<file path="config.mk">
export PLATFORM = sky130hd
export DESIGN_NAME = mem_complete
export DESIGN_NICKNAME = d
export VERILOG_FILES = /design/src/logic/lsu_pkg.sv /design/src/logic/mem_complete.sv
export SDC_FILE = /design/constraint.sdc
export NUM_CORES = 1
export LEC_CHECK = 0
export ABC_AREA = 1
export BUFFER_PORTS_ARGS = -buffer_cell sky130_fd_sc_hd__buf_2
export CAP_MARGIN = 20
export CORE_ASPECT_RATIO = 2
export CORE_MARGIN = 4
export CORE_UTILIZATION = 38
export DETAILED_ROUTE_END_ITERATION = 7
export MAX_ROUTING_LAYER = met4
export PLACE_DENSITY = 0.74
export SYNTH_ARGS = -nofsm -noshare
export SYNTH_HDL_FRONTEND = slang
export SYNTH_SLANG_ARGS = --single-unit
</file>
<file path="constraint.sdc">
create_clock -name clk -period 1.6 [get_ports clk]
set_input_delay 0.16 -clock clk [delete_from_list [all_inputs] [get_ports clk]]
set_output_delay 0.16 -clock clk [all_outputs]
set_load 0.005 [all_outputs]
</file>
<file path="src/logic/lsu_pkg.sv">
`default_nettype none

package lsu_pkg;

    localparam int XLEN       = 32;
    localparam int RAM_WORDS  = 256;
    localparam int RAM_AW     = $clog2(RAM_WORDS);
    localparam int REG_ADDR_W = 5;
    localparam int TAG_W      = 8;

    // loads first, stores in the upper three codes.
    typedef enum logic [2:0] {
        OP_LD_B  = 3'd0,
        OP_LD_H  = 3'd1,
        OP_LD_W  = 3'd2,
        OP_LD_BU = 3'd3,
        OP_LD_HU = 3'd4,
        OP_ST_B  = 3'd5,
        OP_ST_H  = 3'd6,
        OP_ST_W  = 3'd7
    } lsu_op_t;

    // operation entering the pipeline.
    typedef struct packed {
        lsu_op_t                 op;
        logic [XLEN-1:0]         base;
        logic [XLEN-1:0]         offset;
        logic [XLEN-1:0]         wdata;
        logic [REG_ADDR_W-1:0]   waddr;
        logic [TAG_W-1:0]        tag;
    } lsu_req_t;

    // first stage register, read by the second stage.
    typedef struct packed {
        lsu_op_t                 op;
        logic                    mem_load;
        logic                    mem_store;
        logic                    mem_access_valid;
        logic [XLEN-1:0]         mem_addr;
        logic                    wreg;
        logic [REG_ADDR_W-1:0]   waddr;
        logic [XLEN-1:0]         wdata;
        logic [TAG_W-1:0]        tag;
    } mem1_mem2_t;

    // word access to the data memory.
    typedef struct packed {
        logic [XLEN-1:0]         word_addr;
        logic                    we;
        logic [3:0]              be;
        logic [XLEN-1:0]         wdata;
    } mem_req_t;

    typedef struct packed {
        logic                    wreg;
        logic                    data_ready;
        logic [REG_ADDR_W-1:0]   waddr;
        logic [XLEN-1:0]         wdata;
    } data_fwd_t;

    typedef struct packed {
        logic                    wreg;
        logic [REG_ADDR_W-1:0]   waddr;
        logic [XLEN-1:0]         wdata;
        logic [TAG_W-1:0]        tag;
    } mem2_wb_t;

endpackage

`default_nettype wire

</file>
<file path="src/logic/mem_complete.sv">
`timescale 1ns/1ps
`default_nettype none

module mem_complete
    import lsu_pkg::*;
(
    input  logic            clk,
    input  logic            rst,
    input  logic            flush_i,
    input  logic            clear_i,
    input  logic            advance_i,
    output logic            advance_ready_o,
    input  mem1_mem2_t      mem1_i,
    input  logic            data_ok_i,
    input  logic [XLEN-1:0] cache_data_i,
    output data_fwd_t       fwd_o,
    output mem2_wb_t        mem2_o_buffer
);
    mem2_wb_t        mem2_o;
    logic            data_already_ok;
    logic [XLEN-1:0] cache_data_delay;
    logic [XLEN-1:0] cache_data;
    logic            is_access;
    logic            is_valid_load;
    logic [7:0]      ld_byte;
    logic [15:0]     ld_half;

    assign is_access     = (mem1_i.mem_load | mem1_i.mem_store) & mem1_i.mem_access_valid;
    assign is_valid_load = mem1_i.mem_load & mem1_i.mem_access_valid;

    // stores also hold the stage until the RAM answers.
    assign advance_ready_o = ~is_access | data_ok_i | data_already_ok;

    always_ff @(posedge clk) begin
        if (rst) begin
            data_already_ok <= 1'b0;
        end else if (advance_i | flush_i) begin
            data_already_ok <= 1'b0;
        end else if (data_ok_i) begin
            data_already_ok <= 1'b1;
        end
    end

    always_ff @(posedge clk) begin
        if (rst) begin
            cache_data_delay <= '0;
        end else if (advance_i | flush_i) begin
            cache_data_delay <= '0;
        end else if (data_ok_i) begin
            cache_data_delay <= cache_data_i;
        end
    end

    assign cache_data = data_already_ok ? cache_data_delay : cache_data_i;

    always_comb begin
        case (mem1_i.mem_addr[1:0])
            2'b00:   ld_byte = cache_data[7:0];
            2'b01:   ld_byte = cache_data[15:8];
            2'b10:   ld_byte = cache_data[23:16];
            default: ld_byte = cache_data[31:24];
        endcase
        ld_half = mem1_i.mem_addr[1] ? cache_data[31:16] : cache_data[15:0];
    end

    always_comb begin
        mem2_o.wreg  = mem1_i.wreg;
        mem2_o.waddr = mem1_i.waddr;
        mem2_o.wdata = mem1_i.wdata;
        mem2_o.tag   = mem1_i.tag;
        if (mem1_i.mem_load) begin
            if (!mem1_i.mem_access_valid) begin
                mem2_o.wdata = '0;
            end else begin
                case (mem1_i.op)
                    OP_LD_B:  mem2_o.wdata = {{(XLEN-8){ld_byte[7]}}, ld_byte};
                    OP_LD_BU: mem2_o.wdata = {{(XLEN-8){1'b0}}, ld_byte};
                    OP_LD_H:  mem2_o.wdata = {{(XLEN-16){ld_half[15]}}, ld_half};
                    OP_LD_HU: mem2_o.wdata = {{(XLEN-16){1'b0}}, ld_half};
                    default:  mem2_o.wdata = cache_data;
                endcase
            end
        end
    end

    // forwarding is ready at once unless a load still waits.
    always_comb begin
        fwd_o.wreg       = mem2_o.wreg;
        fwd_o.data_ready = is_valid_load ? (data_ok_i | data_already_ok) : 1'b1;
        fwd_o.waddr      = mem2_o.waddr;
        fwd_o.wdata      = mem2_o.wdata;
    end

    always_ff @(posedge clk) begin
        if (rst) begin
            mem2_o_buffer <= '0;
        end else if (flush_i | clear_i) begin
            mem2_o_buffer <= '0;
        end else if (advance_i) begin
            mem2_o_buffer <= mem2_o;
        end
    end

endmodule

`default_nettype wire

</file>
==> summary.md <==
| Metric | Value |
|---|---|
| Outcome | `finished with violations` |
| Failing checks | `setup timing` |
| Tmin final | `between 2000 and 2500 ps` |
| Worst-path fanout max | `10` |
| Period Utilization, post-route | `128.7%` |
| Average wire per cell in the routed design | `14.95 um` |
| Setup slack of the critical path after layout | `-459.1 ps` |
| Fraction of the core area covered by cells at the end of the flow | `58.23%` |
| Final GP Congestion | `0.9654` |
| Total number of placement rows | `57` |
| Layout overhead on the synthesized area | `49.88%` |
| Buffer depth of the longest clock path | `2` |
| Kind of launch point of the worst setup path | `register` |
| Area after DPL | `0.006101 mm^2` |
| Switching Share | `30.76%` |
| Antenna diodes | `0` |
| Number of DRC markers after the initial detailed-route iteration | `about 340` |
| Number of antenna-violating nets in the routed design | `0` |
| Area used by multi-input combinational logic | `~0.0031 mm^2` |
| Clock slew at the register clock pins of the worst setup and hold paths | `70 ps` |
| CP Data Required Time | `1440 ps` |
| Number of antenna violations at the first check in global routing | `0` |
| Inst Count DP | `around 1100` |
| Worst-case vdd ir drop | `0.5327 mV` |
| HPWL after detailed placement | `~13000 um` |
| Part of the Yosys area used for sequential elements | `33.38%` |
| Synth area leaders | `dfxtp_1, nand2_1, a21oi_1` |
| Flop pwr share | `36.7%` |
| Most common cell after layout, fill and taps aside | `nand2_1` |
| Number of buffers added on ports | `177` |
| Sw Pwr | `about 1.7 mW` |
| Root Driver | `clkbuf_16` |
| Final Cell Area | `0.007102 mm^2` |
| First-pass GRT wire length | `25960 um` |
| Number of nets in the synthesized netlist | `920` |
| Number of cells traversed by the worst register-to-register path | `13` |
| Setup violations, final | `50` |
| Number of unique standard cell types used by synthesis | `26` |
| CTS buffer count | `9` |
| Post-DR vias/cell | `about 5.1` |
| Clock latency on the worst-skew pair | `roughly 350 ps` |
| GRT overflow | `0` |
| Total count of max-transition violations in the final report | `0` |
| GRT Total Usage | `23.06%` |
| Number of nets in the final layout | `1131` |
| Critical R2R Launch | `data_already_ok$_SDFFE_PP0P_` |
| Synthesized netlist cell count | `798` |
| Flop-to-flop setup slack | `-140 ps` |
| Core area | `between 0.01 and 0.015 mm^2` |
| Fraction of layout cells with a size suffix above 1 | `40.24%` |
| Critical path capture point | `fwd_o[11]` |
| Path type of the worst setup path | `register to primary output` |
| # H-tree levels | `3` |
| Total number of clock tree sinks | `79` |
| Startpoint of the most critical setup path | `data_already_ok$_SDFFE_PP0P_` |
| Number of hold buffers added after CTS | `0` |
| Pin count of the biggest net entering global routing | `38` |
| Yosys warns | `0` |
| Kind of end point of the critical path | `primary output` |
| Endpoint arrival time on the critical path | `1900 ps` |
| Via count of the first global-routing pass | `approximately 5400` |
| Clock tree from TritonCTS | `built` |
| Internal Pwr Total | `3.830 mW` |
| Leakage | `3.808 nW` |
| Unrepaired setup endpoints after global routing | `yes` |
| Fin Clk Skew | `10.77 ps` |
| Fmax | `around 0.49 GHz` |
| Max cap viols | `0` |
| Number of remaining DRC errors | `0` |
| Comb power frac | `24.2%` |
| Slew Limit Headroom | `74.13%` |
| Transition time at the pin with the least slew margin | `386.2 ps` |
| Final wirelength | `17360 um` |
| Horizontal die dimension | `between 80 and 90 um` |
| Post-synth top area share | `33.38%` |
| Die ar. | `between 0.01 and 0.015 mm^2` |
| I/O pin cnt | `208` |
| Count of fill cells added during filler insertion | `1167` |
| Fin cells | `between 1000 and 1500` |
| Most used cells in the layout excluding fill and tap cells | `nand2_1, buf_2, dfxtp_1` |
| Synthesized flop and latch total | `79` |
| Sequential standard cell area | `0.001585 mm^2` |
| Power density cells | `778.9 mW/mm^2` |
| Mean instance size in the synthesized netlist | `5.938 um^2` |
| Drt first pass iters | `5` |
| RR Endpoint | `mem2_o_buffer[16]$_SDFFE_PP0P_` |
| Vias post-DR | `5864` |
| Synthesized cell area | `0.004738 mm^2` |
| Synth area leader | `dfxtp_1` |
| Starting utilization of the core area | `approximately two fifths` |
| Part of the power in the clock network | `39.2%` |
| Hold Violations, Final | `0` |
| Hold WC Path Type | `primary input to register` |
| Chip height | `165.9 um` |
==> worst max-delay path, stage by stage (launching register included) <==
cell and delay, ps:
dfxtp_4 390, inv_4 40, buf_6 130, buf_12 150
nand2_4 80, nand2_4 70, o211ai_1 260, nand3_1 130
nand2_2 110, nand2_1 60, buf_2 130
==> sequential cells by signal, indices dropped and copies added (netlist names) <==
name and count:
mem2_o_buffer 46, cache_data_delay 32, data_already_ok 1
==> worst min-delay path by stage <==
stage	depth (start not counted)	end	from	slack [ps]
floorplan	2	cache_data_delay[6]$_SDFFE_PP0P_	cache_data_i[6]	300
global placement	3	mem2_o_buffer[7]$_SDFFE_PP0P_	mem1_i[7]	410
detailed placement	3	mem2_o_buffer[7]$_SDFFE_PP0P_	mem1_i[7]	410
CTS	3	mem2_o_buffer[7]$_SDFFE_PP0P_	mem1_i[7]	40
global route	3	mem2_o_buffer[0]$_SDFFE_PP0P_	mem1_i[0]	70
finish	3	mem2_o_buffer[7]$_SDFFE_PP0P_	mem1_i[7]	50
==> per-stage QoR <==
step           hold WS, ps  total power [mW]  TNS (ps)  setup slack (ps)
2_1_floorplan        300.5             2.679         0             127.8
3_3_place_gp         411.0             3.170     -8063            -227.1
3_5_place_dp         413.2             3.173    -13210            -339.9
4_1_cts              43.25             5.421    -12600            -429.2
5_1_grt              66.53             5.759    -20540            -566.1
6_report             49.24             5.532    -13800            -459.1
==> cells by family after synthesis <==
logic type,Yosys count,synth area share (%)
flops,79,33.38
simple gates,475,40.88
compound gates,126,14.76
buf+inv,118,10.98
==> power groups by stage <==
stage / clock network [mW] / logic [mW] / registers (mW)
global route: 2.27 / 1.46 / 2.03
finish: 2.17 / 1.34 / 2.03
floorplan: 0 / 0.606 / 2.07
CTS: 2.21 / 1.18 / 2.03
detailed placement: 0 / 1.10 / 2.07
global placement: 0 / 1.10 / 2.07
==> synthesized netlist by cell type <==
cell,number
a21oi_1,66
a21oi_2,2
a31oi_1,14
and2_1,1
buf_1,8
buf_2,11
buf_4,6
buf_6,4
buf_8,1
clkbuf_1,24
dfxtp_1,79
inv_1,62
inv_2,2
nand2_1,330
nand2_2,9
nand3_1,58
nand3_4,2
nor2_1,66
nor2_4,1
nor3b_1,1
o211ai_1,13
o21ai_0,27
o21ai_1,1
o21ai_2,3
or2_1,1
or2_2,6
==> routing by layer <==
| metal | share of wire (%) | wire length, um | vias up | GRT usage [%] |
|---|---|---|---|---|
| met5 | 0 | 0 | - | - |
| met4 | 6.6 | 1152 | 0 | 13.84 |
| met2 | 52 | 9109 | 239 | 41.05 |
| met3 | 5.2 | 909 | 68 | 2.781 |
| met1 | 36 | 6190 | 2625 | 23.10 |
| li1 | - | - | 2932 | - |
==> area by class of cell <==
class | instances | area share [%]
repair buffers | 254 | 22.94
well taps | 147 | 2.590
multi-input cells | 601 | 44.34
clock buffers | 9 | 3.171
flip-flops and latches | 79 | 22.32
inverters | 64 | 3.418
clock inverters | 7 | 1.216
==> repair_timing <==
action	4_1_cts	5_1_grt
setup buffers	4	4
resized for setup	81	107
endpoints found under the setup margin	64	66
pin swaps	18	31
cloned	0	1
No activity file was read; power rests on OpenSTA's default activity.
