**src/logic/pipe_ctrl.sv**
```systemverilog
`timescale 1ns/1ps
`default_nettype none

module pipe_ctrl (
    input  logic clk,
    input  logic rst,
    input  logic req_valid_i,
    input  logic flush_i,
    input  logic advance_ready_i,
    output logic ready_o,
    output logic s1_load_o,
    output logic advance_o,
    output logic clear_o,
    output logic s1_valid_o,
    output logic wb_valid_o
);
    logic s1_valid;
    logic wb_valid;

    assign advance_o  = advance_ready_i & ~flush_i;
    assign ready_o    = (~s1_valid | advance_o) & ~flush_i;
    assign s1_load_o  = req_valid_i & ready_o;

    // empty first stage pushes a bubble into the buffer.
    assign clear_o    = ~s1_valid;

    assign s1_valid_o = s1_valid;
    assign wb_valid_o = wb_valid;

    always_ff @(posedge clk) begin
        if (rst) begin
            s1_valid <= 1'b0;
        end else if (flush_i) begin
            s1_valid <= 1'b0;
        end else if (s1_load_o) begin
            s1_valid <= 1'b1;
        end else if (advance_o) begin
            s1_valid <= 1'b0;
        end
    end

    // one strobe per operation leaving the second stage.
    always_ff @(posedge clk) begin
        if (rst) begin
            wb_valid <= 1'b0;
        end else if (flush_i) begin
            wb_valid <= 1'b0;
        end else begin
            wb_valid <= advance_o & s1_valid;
        end
    end

endmodule

`default_nettype wire

```
**config.mk**
```make
export PLATFORM = sky130hd
export DESIGN_NAME = pipe_ctrl
export DESIGN_NICKNAME = d
export VERILOG_FILES = /design/src/logic/pipe_ctrl.sv
export SDC_FILE = /design/constraint.sdc
export NUM_CORES = 1
export LEC_CHECK = 0
export BUFFER_PORTS_ARGS = -buffer_cell sky130_fd_sc_hd__buf_2
export CAP_MARGIN = 20
export CORE_AREA = 2 2 39 41
export DETAILED_ROUTE_END_ITERATION = 12
export DIE_AREA = 0 0 41 43
export HOLD_SLACK_MARGIN = 0.06
export PLACE_DENSITY_LB_ADDON = 0.1
export SYNTH_ARGS = -nofsm -noshare
export SYNTH_HDL_FRONTEND = slang
export SYNTH_SLANG_ARGS = --single-unit
```
**constraint.sdc**
```tcl
create_clock -name clk -period 0.8 [get_ports clk]
set_input_delay 0.12 -clock clk [delete_from_list [all_inputs] [get_ports clk]]
set_output_delay 0.12 -clock clk [all_outputs]
set_load 0.1 [all_outputs]
```
==> run summary, run 1 <==
Crit-path slowest cell -> dfxtp_4
nets -> 35
final hold viol count -> 0
Synth Instances -> 10
relative slew slack -> 87.46%
die width -> 41 µm
Die ar. -> 1763 µm²
peak supply drop -> 1.148 mV
# fillers -> 149
unrepaired setup endpoints after global routing -> true
status -> complete, but fails checks
Synth top area share -> 43.84%
Vias per Instance -> 3.111
hold buffers post-CTS -> 0
CTS max path bufs -> 2
initial antenna violation count -> 0
max incr delay on CP -> 0.33 ns
CP startpoint kind -> register
cell taking the most area after synthesis -> dfxtp_1
Buffers on Ports -> 10
register bit total from synthesis -> 2
cell area after synthesis -> 91.34 µm²
Seq pwr share -> 17.6%
Synth Flop Type -> dfxtp_1
Antenna Nets Post-Route -> 0
WP data arrival -> 1.10 ns
Clock Latency Late Sink -> 0.23 ns
grt total ovfl -> 0
CTS Buf Count -> 3
Hold Slack -> 0.08394 ns
final setup fails -> 6
first-pass GRT wire length -> 531 µm
final wirelength -> 364 µm
core area -> 1384 µm²
CTS tree -> yes
period utilization -> 152.8%
Remaining DRCs -> 0
initial DRC count -> 2
failing checks -> negative setup slack
root buf cell -> clkbuf_4
synthesized area per cell -> 9.134 µm²
Comb pwr share -> 40.1%
Post-Synthesis Net Count -> 15
Psw -> 204.4 µW
vias after detailed routing -> 140
worst slew pin tran -> 0.1880 ns
type of element capturing the critical path -> output port
clk sinks -> 2
die height -> 43 µm
Clk pwr share -> 42.4%
Synth cell types -> 7
Initial Util -> 6.600%
critical path class -> register to output port
Int Power -> 383.7 µW
total global-route track usage -> 5.295%
synth top area cells -> dfxtp_1 (44%), nor2b_1 (14%), nor3b_2 (14%)
Post-synth EDFFs -> 0
cell area power density -> 1556 nW/µm²
Pins Over Slew Limit -> 0
number of inserted diodes -> 0
sequential fraction of the synthesis area -> 43.84%
synthesis warning total -> 0
slack of the critical path -> -0.4226 ns
largest net degree at the start of global routing -> 5
Post-synth top cells -> dfxtp_1 (2), nor2_1 (2), nor2b_1 (2)
Multi-input gate area -> 81.33 µm²
Post-synth ARST share -> 0%
post-DP HPWL -> 302.8 µm
maximum fanout along the worst path -> 3
max-cap violations -> 0
Power Total -> 588.1 µW
CP required -> 0.68 ns
fin crit period -> 1.223 ns
vias in the first global route -> 134
H-tree Lvls -> 1
FF+latch area -> 45.04 µm²
DRT Pass-1 Iters -> 4
GPL Wtd Cong -> 0.5492
Setup Skew -> 0.004500 ns
drt wl/cell -> 8.089 µm
Layout area overhead -> 313.7%
Cell Rows -> 14
Fmax -> 817.9 MHz
Net Sw Frac -> 34.76%
type of the worst min-delay path -> input pin to register
ordered list of cells on the worst path -> nor2b_4, nor3b_4, buf_12
num ports -> 11
CTS clk-pin slew, worst paths -> 0.03 ns
P_leak -> 0.0001582 µW
layout cell share with drive strength beyond 1 -> 89.66%
[cell families after synthesis]
group | after synthesis | share of synthesized area [%]
compound gates | 1 | 8.222
flops | 2 | 43.84
buf+inv | 1 | 4.106
simple gates | 6 | 43.84
[placed cells by master, fill, tap and decap left out]
cell type   n
clkbuf_4    3
buf_4       2
nor2b_4     2
buf_12      7
buf_2       4
clkbuf_1    1
clkinvlp_4  1
o21a_1      1
dfxtp_2     1
nor2_4      1
nor3b_2     1
nor3b_4     1
nor2_1      1
dfxtp_4     1
buf_6       2
[power by group through the flow]
stage / registers [µW] / logic [µW] / clock network, µW
final: 103 / 236 / 249
after global routing: 103 / 243 / 287
after CTS: 103 / 227 / 266
after detailed placement: 105 / 213 / 0
after global placement: 105 / 212 / 0
after floorplan: 126 / 105 / 0
[worst max-delay path, delay by kind of cell (launching register included)]
kind | cells | cell delay, ns
buffers and inverters | 1 | 0.20
DFF | 1 | 0.33
and+or+nand+nor | 2 | 0.34
[path summary, 6_finish.rpt]
check / startpoint / end / slack [ns] / cells after the start
worst max-delay path: s1_valid_o$_SDFFE_PP0P_ / s1_load_o / -0.42 / 3
worst min-delay path: rst / wb_valid_o$_SDFF_PP0_ / 0.08 / 2
worst max register to register: s1_valid_o$_SDFFE_PP0P_ / wb_valid_o$_SDFF_PP0_ / -0.17 / 5
worst min register to register: s1_valid_o$_SDFFE_PP0P_ / s1_valid_o$_SDFFE_PP0P_ / 0.68 / 2
[repair_timing]
action                                  in CTS  in global routing
gates resized for setup                      2                  2
endpoints found under the setup margin       6                  6
buffers inserted                             3                  2
pin swaps                                    1                  0
[final cells by class]
cell class	instances	area share, %
timing repair buffer	15	52.32
multi-input combinational	7	21.52
sequential	2	11.92
inverter	1	1.987
tap	16	5.298
clock buffer	4	6.954
[layer usage]
metal | vias up | wire (µm) | part of all wire (%) | GRT usage (%)
met2 | 8 | 201 | 55 | 6.563
li1 | 72 | - | - | -
met1 | 60 | 114 | 31 | 5.063
met4 | 0 | 0 | 0 | 2.000
met5 | - | 0 | 0 | 0
met3 | 0 | 48 | 13 | 6.806
[flip-flops by register name, summed over array words and instances (netlist names)]
name	cells
wb_valid_o	1
s1_valid_o	1
[through the flow]
stage	util, %	setup WS (ns)	cell area (µm²)	setup TNS (ns)	instances
CTS	25.59	-0.4373	354.1	-1.789	44
global route	27.31	-0.4614	377.9	-2.050	45
global placement	21.43	-0.1955	296.5	-0.3566	37
detailed placement	21.43	-0.2105	296.5	-0.3796	37
finish	27.31	-0.4226	377.9	-1.809	45
floorplan	-	-0.7862	128.9	-2.644	10
(Power assumes the default switching activity.)
==> run 2: changes to the inputs <==
--- a/config.mk
+++ b/config.mk
@@ -12,6 +12,7 @@
 export DIE_AREA = 0 0 41 43
 export HOLD_SLACK_MARGIN = 0.06
 export PLACE_DENSITY_LB_ADDON = 0.1
+export RECOVER_POWER = 50
 export SYNTH_ARGS = -nofsm -noshare
 export SYNTH_HDL_FRONTEND = slang
 export SYNTH_SLANG_ARGS = --single-unit
==> constraint.sdc (replaced) <==
create_clock -name clk -period 1.5 [get_ports clk]
set_input_delay 0.225 -clock clk [delete_from_list [all_inputs] [get_ports clk]]
set_output_delay 0.225 -clock clk [all_outputs]
set_load 0.1 [all_outputs]
==> run 2 against run 1 <==
  * Largest power group unchanged
  * Routed wire length is 16% lower
  * Sequential power is 47% lower
  * Combinational power is 64% lower
  * The flow now finishes without violations
  * Critical endpoint is now ready_o
  * Non-clock buffer count is 5 lower
  * Die area stayed put
  * Critical path type unchanged
  * Core utilization is 11 points lower
==> run summary, run 2 (synthesis gave the netlist of run 1 again) <==
status -> finished, final reports clean (was complete, but fails checks)
type of element capturing the critical path -> output port (unchanged)
DRT Pass-1 Iters -> 1 (was 4)
Setup Skew -> 0.006383 ns (was 0.004500 ns)
die height -> 43 µm (unchanged)
Post-Layout Cell Count -> 40 (was 45)
largest net degree at the start of global routing -> 5 (unchanged)
Cells on Worst Hold Path -> 2 (unchanged)
P_leak -> 0.00009771 µW (was 0.0001582 µW)
cell area power density -> 1219 nW/µm² (was 1556 nW/µm²)
number of inserted diodes -> 0 (unchanged)
CTS max path bufs -> 2 (unchanged)
critical path class -> register to output port (unchanged)
CTS tree -> yes (unchanged)
hold buffers post-CTS -> 0 (unchanged)
CP required -> 1.27 ns (was 0.68 ns)
kind of cell adding the most delay to the critical path -> buffers and inverters (was simple AND/OR/NAND/NOR gates)
initial DRC count -> 0 (was 2)
peak supply drop -> 0.2210 mV (was 1.148 mV)
root buf cell -> clkbuf_4 (unchanged)
Layout area overhead -> 146.6% (was 313.7%)
Fmax -> 710.9 MHz
Die ar. -> 1763 µm² (unchanged)
Vias per Instance -> 3.125 (was 3.111)
most frequent cells in the layout -> buf_2 (7), clkbuf_4 (3), clkbuf_2 (2) (was buf_12 (7), buf_2 (4), clkbuf_4 (3))
grt total ovfl -> 0 (unchanged)
FF-to-FF path depth -> 2 (was 5)
type of the worst min-delay path -> input pin to register (unchanged)
Pins Over Slew Limit -> 0 (unchanged)
post-DP HPWL -> 243.8 µm (was 302.8 µm)
fin crit period -> 1.407 ns
Cell Rows -> 14 (unchanged)
CTS Buf Count -> 3 (unchanged)
initial antenna violation count -> 0 (unchanged)
GPL Wtd Cong -> 0.4573 (was 0.5492)
vias in the first global route -> 113 (was 134)
post-CTS setup buffer count -> 0 (was 3)
maximum fanout along the worst path -> 3 (unchanged)
relative slew slack -> 64.21% (was 87.46%)
final hold viol count -> 0 (unchanged)
final setup fails -> 0 (was 6)
most common cell after layout, fill and taps aside -> buf_2 (was buf_12)
ordered list of cells on the worst path -> nor2b_4, nor2_2, buf_2 (was nor2b_4, nor3b_4, buf_12)
Placed Cells -> 36 (was 37)
clk sinks -> 2 (unchanged)
Remaining DRCs -> 0 (unchanged)
period utilization -> 93.77%
CTS clk-pin slew, worst paths -> 0.03 ns (about the same)
nets -> 30 (was 35)
WP data arrival -> 1.18 ns (was 1.10 ns)
unrepaired setup endpoints after global routing -> false (was true)
first-pass GRT wire length -> 448 µm (was 531 µm)
CP startpoint kind -> register (unchanged)
Resize count post-CTS -> 0 (was 2)
Initial Util -> 6.600% (unchanged)
vias after detailed routing -> 125 (was 140)
Worst path depth -> 3 (unchanged)
Crit-path slowest cell -> buf_2 (was dfxtp_4)
drt wl/cell -> 7.600 µm (was 8.089 µm)
layout cell share with drive strength beyond 1 -> 75.00% (was 89.66%)
Placement Setup Slack -> 0.3299 ns (was -0.2105 ns)
Antenna Nets Post-Route -> 0 (unchanged)
Clock Latency Late Sink -> 0.23 ns (about the same)
H-tree Lvls -> 1 (unchanged)
num ports -> 11 (unchanged)
final wirelength -> 304 µm (was 364 µm)
die width -> 41 µm (unchanged)
core area -> 1384 µm² (unchanged)
max-cap violations -> 0 (unchanged)
slack of the critical path -> 0.09343 ns (was -0.4226 ns)
Buffers on Ports -> 10 (unchanged)
max incr delay on CP -> 0.42 ns (was 0.33 ns)
worst slew pin tran -> 0.5391 ns (was 0.1880 ns)
design area -> 225.2 µm² (was 377.9 µm²)
total global-route track usage -> 4.910% (was 5.295%)
WP buf/inv -> 1 (unchanged)
DP Area -> 203.9 µm² (was 296.5 µm²)
-- run 2: changes by cell type in the layout (fill, tap and decap cells not counted), moves of 2 or more --
cell | before | now
buf_12 | 7 | 1
buf_2 | 4 | 7
buf_4 | 2 | 0
buf_6 | 2 | 0
clkbuf_2 | 0 | 2
-- run 2: path summary, 6_finish.rpt --
| path | start | to | slack, ns |
|---|---|---|---|
| max | s1_valid_o$_SDFFE_PP0P_ | ready_o | 0.09 |
| min | rst | wb_valid_o$_SDFF_PP0_ | 0.20 |
| max reg2reg | s1_valid_o$_SDFFE_PP0P_ | s1_valid_o$_SDFFE_PP0P_ | 0.76 |
| min reg2reg | s1_valid_o$_SDFFE_PP0P_ | wb_valid_o$_SDFF_PP0_ | 0.51 |
-- run 2: per-stage QoR --
| step | TNS, ns | hold slack, ns | total power [µW] | util (%) |
|---|---|---|---|---|
| after floorplan | -0.3013 | 0.2957 | 120.9 | - |
| after global placement | 0 | 0.4284 | 143.6 | 14.74 |
| after detailed placement | 0 | 0.4275 | 143.1 | 14.74 |
| after CTS | 0 | 0.1888 | 286.1 | 16.64 |
| after global routing | 0 | 0.1998 | 297.1 | 16.27 |
| final | 0 | 0.1954 | 274.6 | 16.27 |
-- run 2: area by class of cell --
| type | instances | area (µm²) |
|---|---|---|
| clock buffers | 4 | 26.28 |
| fillers | 158 | 1159 |
| inverters | 1 | 3.754 |
| multi-input cells | 7 | 66.31 |
| flip-flops and latches | 2 | 43.79 |
| well taps | 16 | 20.02 |
| repair buffers | 10 | 65.06 |
-- run 2: power by group --
part           internal [µW]  total (µW)  switching (µW)
combinational           20.5        86.1            65.6
sequential              54.1        55.1           0.935
clock                   99.0         133            34.4
-- run 2: metal layers --
metal,GRT usage (%),vias to the layer above,part of all wire [%]
met1,4.473,54,44
met5,0,-,0
met2,4.375,10,36
li1,-,61,-
met3,7.853,0,19
met4,4.000,0,0
