**src/logic/lsu_pkg.sv**
```systemverilog
`default_nettype none

package lsu_pkg;

    localparam int XLEN       = 32;
    localparam int RAM_WORDS  = 256;
    localparam int RAM_AW     = $clog2(RAM_WORDS);
    localparam int REG_ADDR_W = 5;
    localparam int TAG_W      = 8;

    // loads first, stores in the upper three codes.
    typedef enum logic [2:0] {
        OP_LD_B  = 3'd0,
        OP_LD_H  = 3'd1,
        OP_LD_W  = 3'd2,
        OP_LD_BU = 3'd3,
        OP_LD_HU = 3'd4,
        OP_ST_B  = 3'd5,
        OP_ST_H  = 3'd6,
        OP_ST_W  = 3'd7
    } lsu_op_t;

    // operation entering the pipeline.
    typedef struct packed {
        lsu_op_t                 op;
        logic [XLEN-1:0]         base;
        logic [XLEN-1:0]         offset;
        logic [XLEN-1:0]         wdata;
        logic [REG_ADDR_W-1:0]   waddr;
        logic [TAG_W-1:0]        tag;
    } lsu_req_t;

    // first stage register, read by the second stage.
    typedef struct packed {
        lsu_op_t                 op;
        logic                    mem_load;
        logic                    mem_store;
        logic                    mem_access_valid;
        logic [XLEN-1:0]         mem_addr;
        logic                    wreg;
        logic [REG_ADDR_W-1:0]   waddr;
        logic [XLEN-1:0]         wdata;
        logic [TAG_W-1:0]        tag;
    } mem1_mem2_t;

    // word access to the data memory.
    typedef struct packed {
        logic [XLEN-1:0]         word_addr;
        logic                    we;
        logic [3:0]              be;
        logic [XLEN-1:0]         wdata;
    } mem_req_t;

    typedef struct packed {
        logic                    wreg;
        logic                    data_ready;
        logic [REG_ADDR_W-1:0]   waddr;
        logic [XLEN-1:0]         wdata;
    } data_fwd_t;

    typedef struct packed {
        logic                    wreg;
        logic [REG_ADDR_W-1:0]   waddr;
        logic [XLEN-1:0]         wdata;
        logic [TAG_W-1:0]        tag;
    } mem2_wb_t;

endpackage

`default_nettype wire

```
**src/logic/mem_issue.sv**
```systemverilog
`timescale 1ns/1ps
`default_nettype none

module mem_issue
    import lsu_pkg::*;
(
    input  logic       clk,
    input  logic       rst,
    input  logic       s1_load_i,
    input  logic       flush_i,
    input  logic       s1_valid_i,
    input  lsu_req_t   req_i,
    output mem1_mem2_t mem1_o,
    output logic       mem_valid_o,
    output mem_req_t   mem_req_o
);
    mem1_mem2_t      s1_d;
    mem1_mem2_t      s1_q;
    logic [XLEN-1:0] addr;
    logic            req_is_store;
    logic            aligned;

    assign addr         = req_i.base + req_i.offset;
    assign req_is_store = req_i.op inside {OP_ST_B, OP_ST_H, OP_ST_W};

    always_comb begin
        case (req_i.op)
            OP_LD_B, OP_LD_BU, OP_ST_B: aligned = 1'b1;
            OP_LD_H, OP_LD_HU, OP_ST_H: aligned = ~addr[0];
            default:                    aligned = (addr[1:0] == 2'b00);
        endcase
    end

    always_comb begin
        s1_d.op               = req_i.op;
        s1_d.mem_load         = ~req_is_store;
        s1_d.mem_store        = req_is_store;
        s1_d.mem_access_valid = aligned;
        s1_d.mem_addr         = addr;
        // misaligned loads still write back.
        s1_d.wreg             = ~req_is_store;
        s1_d.waddr            = req_i.waddr;
        s1_d.wdata            = req_i.wdata;
        s1_d.tag              = req_i.tag;
    end

    always_ff @(posedge clk) begin
        if (rst | flush_i) begin
            s1_q.mem_load         <= 1'b0;
            s1_q.mem_store        <= 1'b0;
            s1_q.mem_access_valid <= 1'b0;
            s1_q.wreg             <= 1'b0;
        end else if (s1_load_i) begin
            s1_q <= s1_d;
        end
    end

    // byte lanes from size and low address bits.
    always_comb begin
        mem_req_o.word_addr = XLEN'(s1_q.mem_addr[RAM_AW+1:2]);
        mem_req_o.we        = s1_q.mem_store;
        case (s1_q.op)
            OP_LD_B, OP_LD_BU, OP_ST_B: begin
                mem_req_o.be    = 4'b0001 << s1_q.mem_addr[1:0];
                mem_req_o.wdata = {4{s1_q.wdata[7:0]}};
            end
            OP_LD_H, OP_LD_HU, OP_ST_H: begin
                mem_req_o.be    = s1_q.mem_addr[1] ? 4'b1100 : 4'b0011;
                mem_req_o.wdata = {2{s1_q.wdata[15:0]}};
            end
            default: begin
                mem_req_o.be    = 4'b1111;
                mem_req_o.wdata = s1_q.wdata;
            end
        endcase
    end

    assign mem_valid_o = s1_valid_i & s1_q.mem_access_valid;

    // empty stage is seen downstream as a bubble.
    assign mem1_o = s1_valid_i ? s1_q : '0;

endmodule

`default_nettype wire

```
**config.mk**
```make
export PLATFORM = sky130hd
export DESIGN_NAME = mem_issue
export DESIGN_NICKNAME = d
export VERILOG_FILES = /design/src/logic/lsu_pkg.sv /design/src/logic/mem_issue.sv
export SDC_FILE = /design/constraint.sdc
export NUM_CORES = 1
export LEC_CHECK = 0
export BUFFER_PORTS_ARGS = -buffer_cell sky130_fd_sc_hd__buf_2
export CAP_MARGIN = 20
export CORE_ASPECT_RATIO = 0.6
export CORE_UTILIZATION = 47
export DETAILED_ROUTE_END_ITERATION = 6
export PLACE_DENSITY = 0.91
export SKIP_LAST_GASP = 1
export SLEW_MARGIN = 20
export SYNTH_ARGS = -nofsm -noshare
export SYNTH_HDL_FRONTEND = slang
export SYNTH_SLANG_ARGS = --single-unit
export TNS_END_PERCENT = 10
```
**constraint.sdc**
```tcl
create_clock -name clk -period 4.01 [get_ports clk]
set_input_delay 0.6015 -clock clk [delete_from_list [all_inputs] [get_ports clk]]
set_output_delay 0.6015 -clock clk [all_outputs]
set_load 0.005 [all_outputs]
```
==> impl_metrics.json, run 1 <==
{
  "synth_seq_area_share_pct": 44.9,
  "synthAdderAreaFrac_pct": 7.43,
  "hold_buffers": 0,
  "yosys.area.top_type": "edfxtp_1",
  "drc_errors": 0,
  "cp_max_fo": 7,
  "grt_pass1_wl_um": 19900,
  "io_buffers": 246,
  "antenna-diode-count": 0,
  "slew_headroom_pct": 30.4,
  "die-width_um": 142,
  "cp-start-kind": "input port",
  "hold_path_class": "input port to register",
  "min_path_cells": 1,
  "p_per_area_nw_per_um2": 360,
  "synth_area_um2": 5490,
  "grt_antenna_before_repair": 0,
  "routed_wirelength_um": 13000,
  "placed_area_um2": 6610,
  "synth_top_family_by_area": "simple AND/OR/NAND/NOR gates",
  "yosysMostFrequentCell": "and2_1",
  "synth_seq_cells": 83,
  "crit_chain": "buf_2 > ha_1 > fa_1 > a21oi_1 > o221ai_1 > a21oi_2 > o31ai_2 > a31o_2 > a31oi_4 > o21bai_1 > xor2_1",
  "wire_per_inst_um": 14.5,
  "clkTransAtPathRegs_ps": 60,
  "synth_cell_types": 54,
  "rr_startpoint": "mem_req_o[36]$_SDFFE_PP0P_",
  "synth_xor_area_share_pct": 4.79,
  "yosysWarningCount": 0,
  "io_pins": 271,
  "synthCells": 508,
  "final_core_util_pct": 61.5,
  "tns_ps": 0,
  "power_mw": 2.51,
  "synthTopCellsByArea": "edfxtp_1 (44%), and2_1 (9.7%), ha_1 (7.1%)",
  "overflow": 0,
  "synth_top_area_share_pct": 43.8,
  "cts_tree": "built",
  "ys.flop_type": "edfxtp_1",
  "hold_end": "s1_q[18]$_DFFE_PP_",
  "clk_latency_ps": 320,
  "final-setup-viol-count": 0,
  "arrival_ps": 3150,
  "slew_viol_final": 0,
  "skew_ps": 0,
  "row_count": 30,
  "p_leak_nw": 3.20,
  "endpoint_kind": "register",
  "htreeDepth": 3,
  "r2r-end": "mem_req_o[36]$_SDFFE_PP0P_",
  "min_period_ps": 3090,
  "cts_resized": 0,
  "cp_slowest_cell": "fa_1",
  "synth_compound_area_share_pct": 13.4,
  "clockRootBuffer": "clkbuf_16",
  "ff2ff_setup_slack_ps": 3380,
  "grt_max_degree": 84,
  "clock_sinks": 83,
  "fin_nets": 881,
  "hold_start": "req_i[23]",
  "die_y_um": 85.7,
  "fill_cells": 990,
  "grt_pass1_vias": 3969,
  "cts_made_buffers": 9,
  "synthArstFlopShare_pct": 0,
  "crit_type": "input port to register",
  "die_area_um2": 12100,
  "routed_via_density": 4.96,
  "synth_area_per_cell_um2": 10.8,
  "dp_hpwl_um": 10100,
  "synth.area.mux_share_pct": 4.92,
  "clockBufferDepth": 2,
  "grt_util_all_layers_pct": 21.0,
  "tightest_slew_ps": 1040,
  "synth-edff-count": 80,
  "coreArea_um2": 11300,
  "fmax_mhz": 323,
  "syn_to_final_growth_pct": 27.0,
  "yosys-top-cells-count": "and2_1 (85), edfxtp_1 (80), buf_4 (43)",
  "rsz0062_at_grt": "no",
  "drtIter0Drc": 173,
  "max_stage_delay_ps": 430,
  "max_cap_violations": 0,
  "vdd_drop_max_mv": 0.163,
  "start_util_pct": 48.4,
  "worstRegToRegCells": 2,
  "hold_violations": 0,
  "ant_nets": 0,
  "drive_above_1_share_pct": 39.5,
  "place_congestion": 0.943,
  "status": "complete, no violations",
  "critPathRequiredTime_ps": 4070,
  "vias": 4446,
  "dr.pass1.iters": 4,
  "synthSimpleGateAreaFrac_pct": 16.7,
  "design_area_um2": 6970,
  "fin_crit_sh_pct": 77.1,
  "post-cts-setup-buffers": 0
}
==> report_power, final <==
group / internal [mW] / switching (mW)
registers: 1.02 / 0.0257
clock network: 0.607 / 0.308
logic: 0.259 / 0.285
total: 1.89 / 0.619
==> flip-flops by register name, indices dropped and copies added, names as in the netlist <==
signal	cells
s1_q	74
mem_req_o	9
==> placed cells by master, fill, tap and decap left out, types with 3 or more instances in the layout <==
master and count:
a21oi_1 24, or3_1 4, a21boi_0 3, clkbuf_16 9, a221o_1 8, a21oi_2 3
conb_1 24, o211ai_2 3, xnor2_1 16, a31oi_1 4, inv_1 6, bufinv_16 3
a211oi_1 3, nand3_1 7, o211ai_1 4, buf_2 246, nand4_1 4, ha_1 31
o21ai_1 4, xor2_1 14, nand2_1 27, dfxtp_1 3, edfxtp_1 80, a21o_1 9
o21ai_0 21, nor3_1 6, nor2_1 23, and2_1 84, mux2i_1 9, mux2_2 16
nand2b_1 6
==> logic make-up after synthesis <==
kind of cell	count (synthesis)
flops	83
other cells	1
buf+inv	64
mux	25
xor+xnor	30
simple gates	168
compound gates	105
fa+ha+maj	32
==> stage by stage <==
| stage | setup WS (ps) | hold WS [ps] | instances |
|---|---|---|---|
| CTS | 930 | 432 | 896 |
| finish | 917 | 450 | 897 |
| detailed placement | 630 | 483 | 880 |
| global placement | 713 | 477 | 880 |
| floorplan | 900 | 454 | 531 |
| global route | 771 | 424 | 897 |
==> worst max-delay path, delay by kind of cell <==
family | cells | cell delay, ps
adder cells (fa/ha/maj) | 2 | 670
XOR/XNOR | 1 | 160
buffers and inverters | 1 | 100
AO/OA/AOI/OAI | 7 | 1610
==> layer usage <==
layer,vias up,share of wire [%],GRT usage (%)
met2,160,49,36.9
li1,2221,-,-
met1,2054,44,26.7
met5,-,0,0
met4,0,1.1,5.57
met3,11,5.4,4.41
==> cell type report <==
cell class                 instances  area, µm²  area share [%]
clock buffer                      11        233            3.34
timing repair buffer             248       1270            18.2
inverter                           6       22.5           0.323
clock inverter                     5        103            1.47
sequential                        83       2460            35.3
multi-input combinational        384       2690            38.5
tap                              160        200            2.87
==> how the worst max path moves through the flow <==
stage / startpoint / endpoint / slack, ps / cells after the start
after global routing: req_i[45] / s1_q[74]$_DFFE_PP_ / 770 / 11
final: req_i[45] / s1_q[68]$_DFFE_PP_ / 920 / 11
after detailed placement: req_i[45] / s1_q[68]$_DFFE_PP_ / 630 / 11
after CTS: s1_q[82]$_DFFE_PP_ / mem_req_o[17] / 930 / 3
after floorplan: flush_i / mem_req_o[37]$_DFFE_PP_ / 900 / 2
after global placement: req_i[45] / s1_q[74]$_DFFE_PP_ / 710 / 11
Power figures use the tool's default switching activity.
==> run 2: changes to the inputs <==
- ABC_AREA: default -> 1
- CORE_UTILIZATION: 47 -> 44
- PLACE_DENSITY: 0.91 -> 0.87
- clock period: 4.01 -> 2.7 ns (I/O delays scaled with it)
==> impl_metrics.json, run 2 <==
{
  "rsz0062_at_grt": "no",
  "routed_via_density": 4.57,
  "synth_compound_area_share_pct": 5.32,
  "coreArea_um2": 13800,
  "synth_xor_area_share_pct": 2.22,
  "drtIter0Drc": 449,
  "max_cap_violations": 0,
  "synth.area.mux_share_pct": 1.43,
  "clockBufferDepth": 2,
  "vdd_drop_max_mv": 0.274,
  "fin_nets": 1256,
  "synth-edff-count": 80,
  "cts_resized": 0,
  "crit_chain": "or2_1 > nand3_1 > buf_4 > mux2_2 > buf_2",
  "die-width_um": 156,
  "met1_usage_pct": 30.6,
  "regMostFlops": "s1_q",
  "synth_area_per_cell_um2": 7.17,
  "yosysMostFrequentCell": "nand2_1",
  "cts_made_buffers": 9,
  "endpoint_kind": "output port",
  "post-cts-setup-buffers": 0,
  "cp-start-kind": "register",
  "max_stage_delay_ps": 410,
  "drc_errors": 0,
  "clock_sinks": 83,
  "final-setup-viol-count": 0,
  "drive_above_1_share_pct": 26.6,
  "final_core_util_pct": 56.7,
  "start_util_pct": 45.7,
  "dp_hpwl_um": 13900,
  "skew_ps": 0,
  "grt_max_degree": 84,
  "vias": 5959,
  "synth_cell_types": 36,
  "grt_use_met3_pct": 2.89,
  "grt_pass1_wl_um": 25600,
  "place_congestion": 0.900,
  "slew_viol_final": 0,
  "synth_seq_area_share_pct": 39.1,
  "yosys.area.top_type": "edfxtp_1",
  "busiest_layer": "met2",
  "largest_reg_flops": 74,
  "hold_path_class": "input port to register",
  "io_pins": 271,
  "critPathRequiredTime_ps": 2300,
  "status": "complete, no violations",
  "fin_crit_sh_pct": 89.5,
  "synthTopCellsByArea": "edfxtp_1 (38%), nand2_1 (19%), inv_1 (13%)",
  "io_buffers": 246,
  "cp_max_fo": 14,
  "clockRootBuffer": "clkbuf_16",
  "arrival_ps": 2010,
  "grt_pass1_vias": 5219,
  "p_leak_nw": 4.85,
  "syn_to_final_growth_pct": 24.1,
  "fmax_mhz": 414,
  "yosys-top-cells-count": "nand2_1 (314), inv_1 (219), edfxtp_1 (80)",
  "routed_wirelength_um": 16800,
  "min_period_ps": 2420,
  "die_area_um2": 14800,
  "ant_nets": 0,
  "crit_family": "simple AND/OR/NAND/NOR gates",
  "grt_util_all_layers_pct": 22.4,
  "met2_usage_pct": 38.4,
  "wire_per_inst_um": 12.9,
  "p_per_area_nw_per_um2": 462,
  "cts_tree": "built",
  "clkTransAtPathRegs_ps": 70,
  "hold_violations": 0,
  "overflow": 0,
  "final_cell_mix": "nand2_1 (314), buf_2 (246), inv_1 (219), edfxtp_1 (80), nor2_1 (44)",
  "critPathBufInv": 2,
  "synth_top_family_by_area": "simple AND/OR/NAND/NOR gates",
  "synth_top_area_share_pct": 38.1,
  "grt_antenna_before_repair": 1,
  "synthArstFlopShare_pct": 0,
  "synth_seq_cells": 83,
  "final_common_cell": "nand2_1",
  "dr.pass1.iters": 5,
  "yosysWarningCount": 0,
  "synthAdderAreaFrac_pct": 6.48,
  "hold_buffers": 0,
  "ys.flop_type": "edfxtp_1",
  "crit_type": "register to output port",
  "die_y_um": 94.7,
  "clk_latency_ps": 320,
  "synth_area_um2": 6300,
  "synthSimpleGateAreaFrac_pct": 26.3,
  "cp_slowest_cell": "edfxtp_1",
  "fill_cells": 1354,
  "row_count": 33,
  "synthCells": 878,
  "tns_ps": 0,
  "htreeDepth": 3
}
## run 2: area by class of cell
cell class	instances	area, µm²	share of cell area (%)
Clock inverter	7	51.3	0.656
Multi-Input combinational cell	544	2730	34.9
Clock buffer	9	225	2.88
Timing Repair Buffer	250	1290	16.5
Inverter	219	822	10.5
Sequential cell	83	2460	31.5
Antenna cell	1	2.50	0.0320
Tap cell	192	240	3.07
## run 2: path summary, 6_finish.rpt
check | start | end | slack (ps) | cells past startpoint
worst max-delay path | s1_q[81]$_DFFE_PP_ | mem_req_o[22] | 280 | 5
worst min-delay path | req_i[38] | s1_q[33]$_DFFE_PP_ | 250 | 1
worst max register to register | mem_req_o[36]$_SDFFE_PP0P_ | mem_req_o[36]$_SDFFE_PP0P_ | 2030 | 1
worst min register to register | s1_q[45]$_SDFFE_PP0P_ | s1_q[45]$_SDFFE_PP0P_ | 490 | 2
## run 2: kinds of logic after synthesis
family | after synthesis
multiplexers | 8
XOR/XNOR | 16
AND/OR/NAND/NOR | 410
AO/OA/AOI/OAI | 54
flip-flops | 83
other | 1
buffers and inverters | 274
adder cells (fa/ha/maj) | 32
## run 2: power breakdown
group	leakage [nW]	total [mW]	switching [mW]	internal, mW
clock	0.134	1.13	0.498	0.628
sequential	0.756	1.55	0.0375	1.51
combinational	3.96	0.935	0.565	0.369
total	4.85	3.61	1.10	2.51
## run 2: layer usage
layer	share of wire, %	vias to the layer above
met1	46	2649
met5	0	-
met4	1.1	0
met3	7.4	17
li1	-	3045
met2	46	248
## run 2: through the flow
step	instances	power [mW]	instance area, µm²	hold slack, ps	setup slack, ps
3_5_place_dp	1288	2.50	7540	481	443
3_3_place_gp	1288	2.48	7540	451	502
6_report	1305	3.61	7820	248	282
2_1_floorplan	901	2.17	6390	445	468
4_1_cts	1304	3.63	7820	236	287
5_1_grt	1305	3.81	7820	236	227
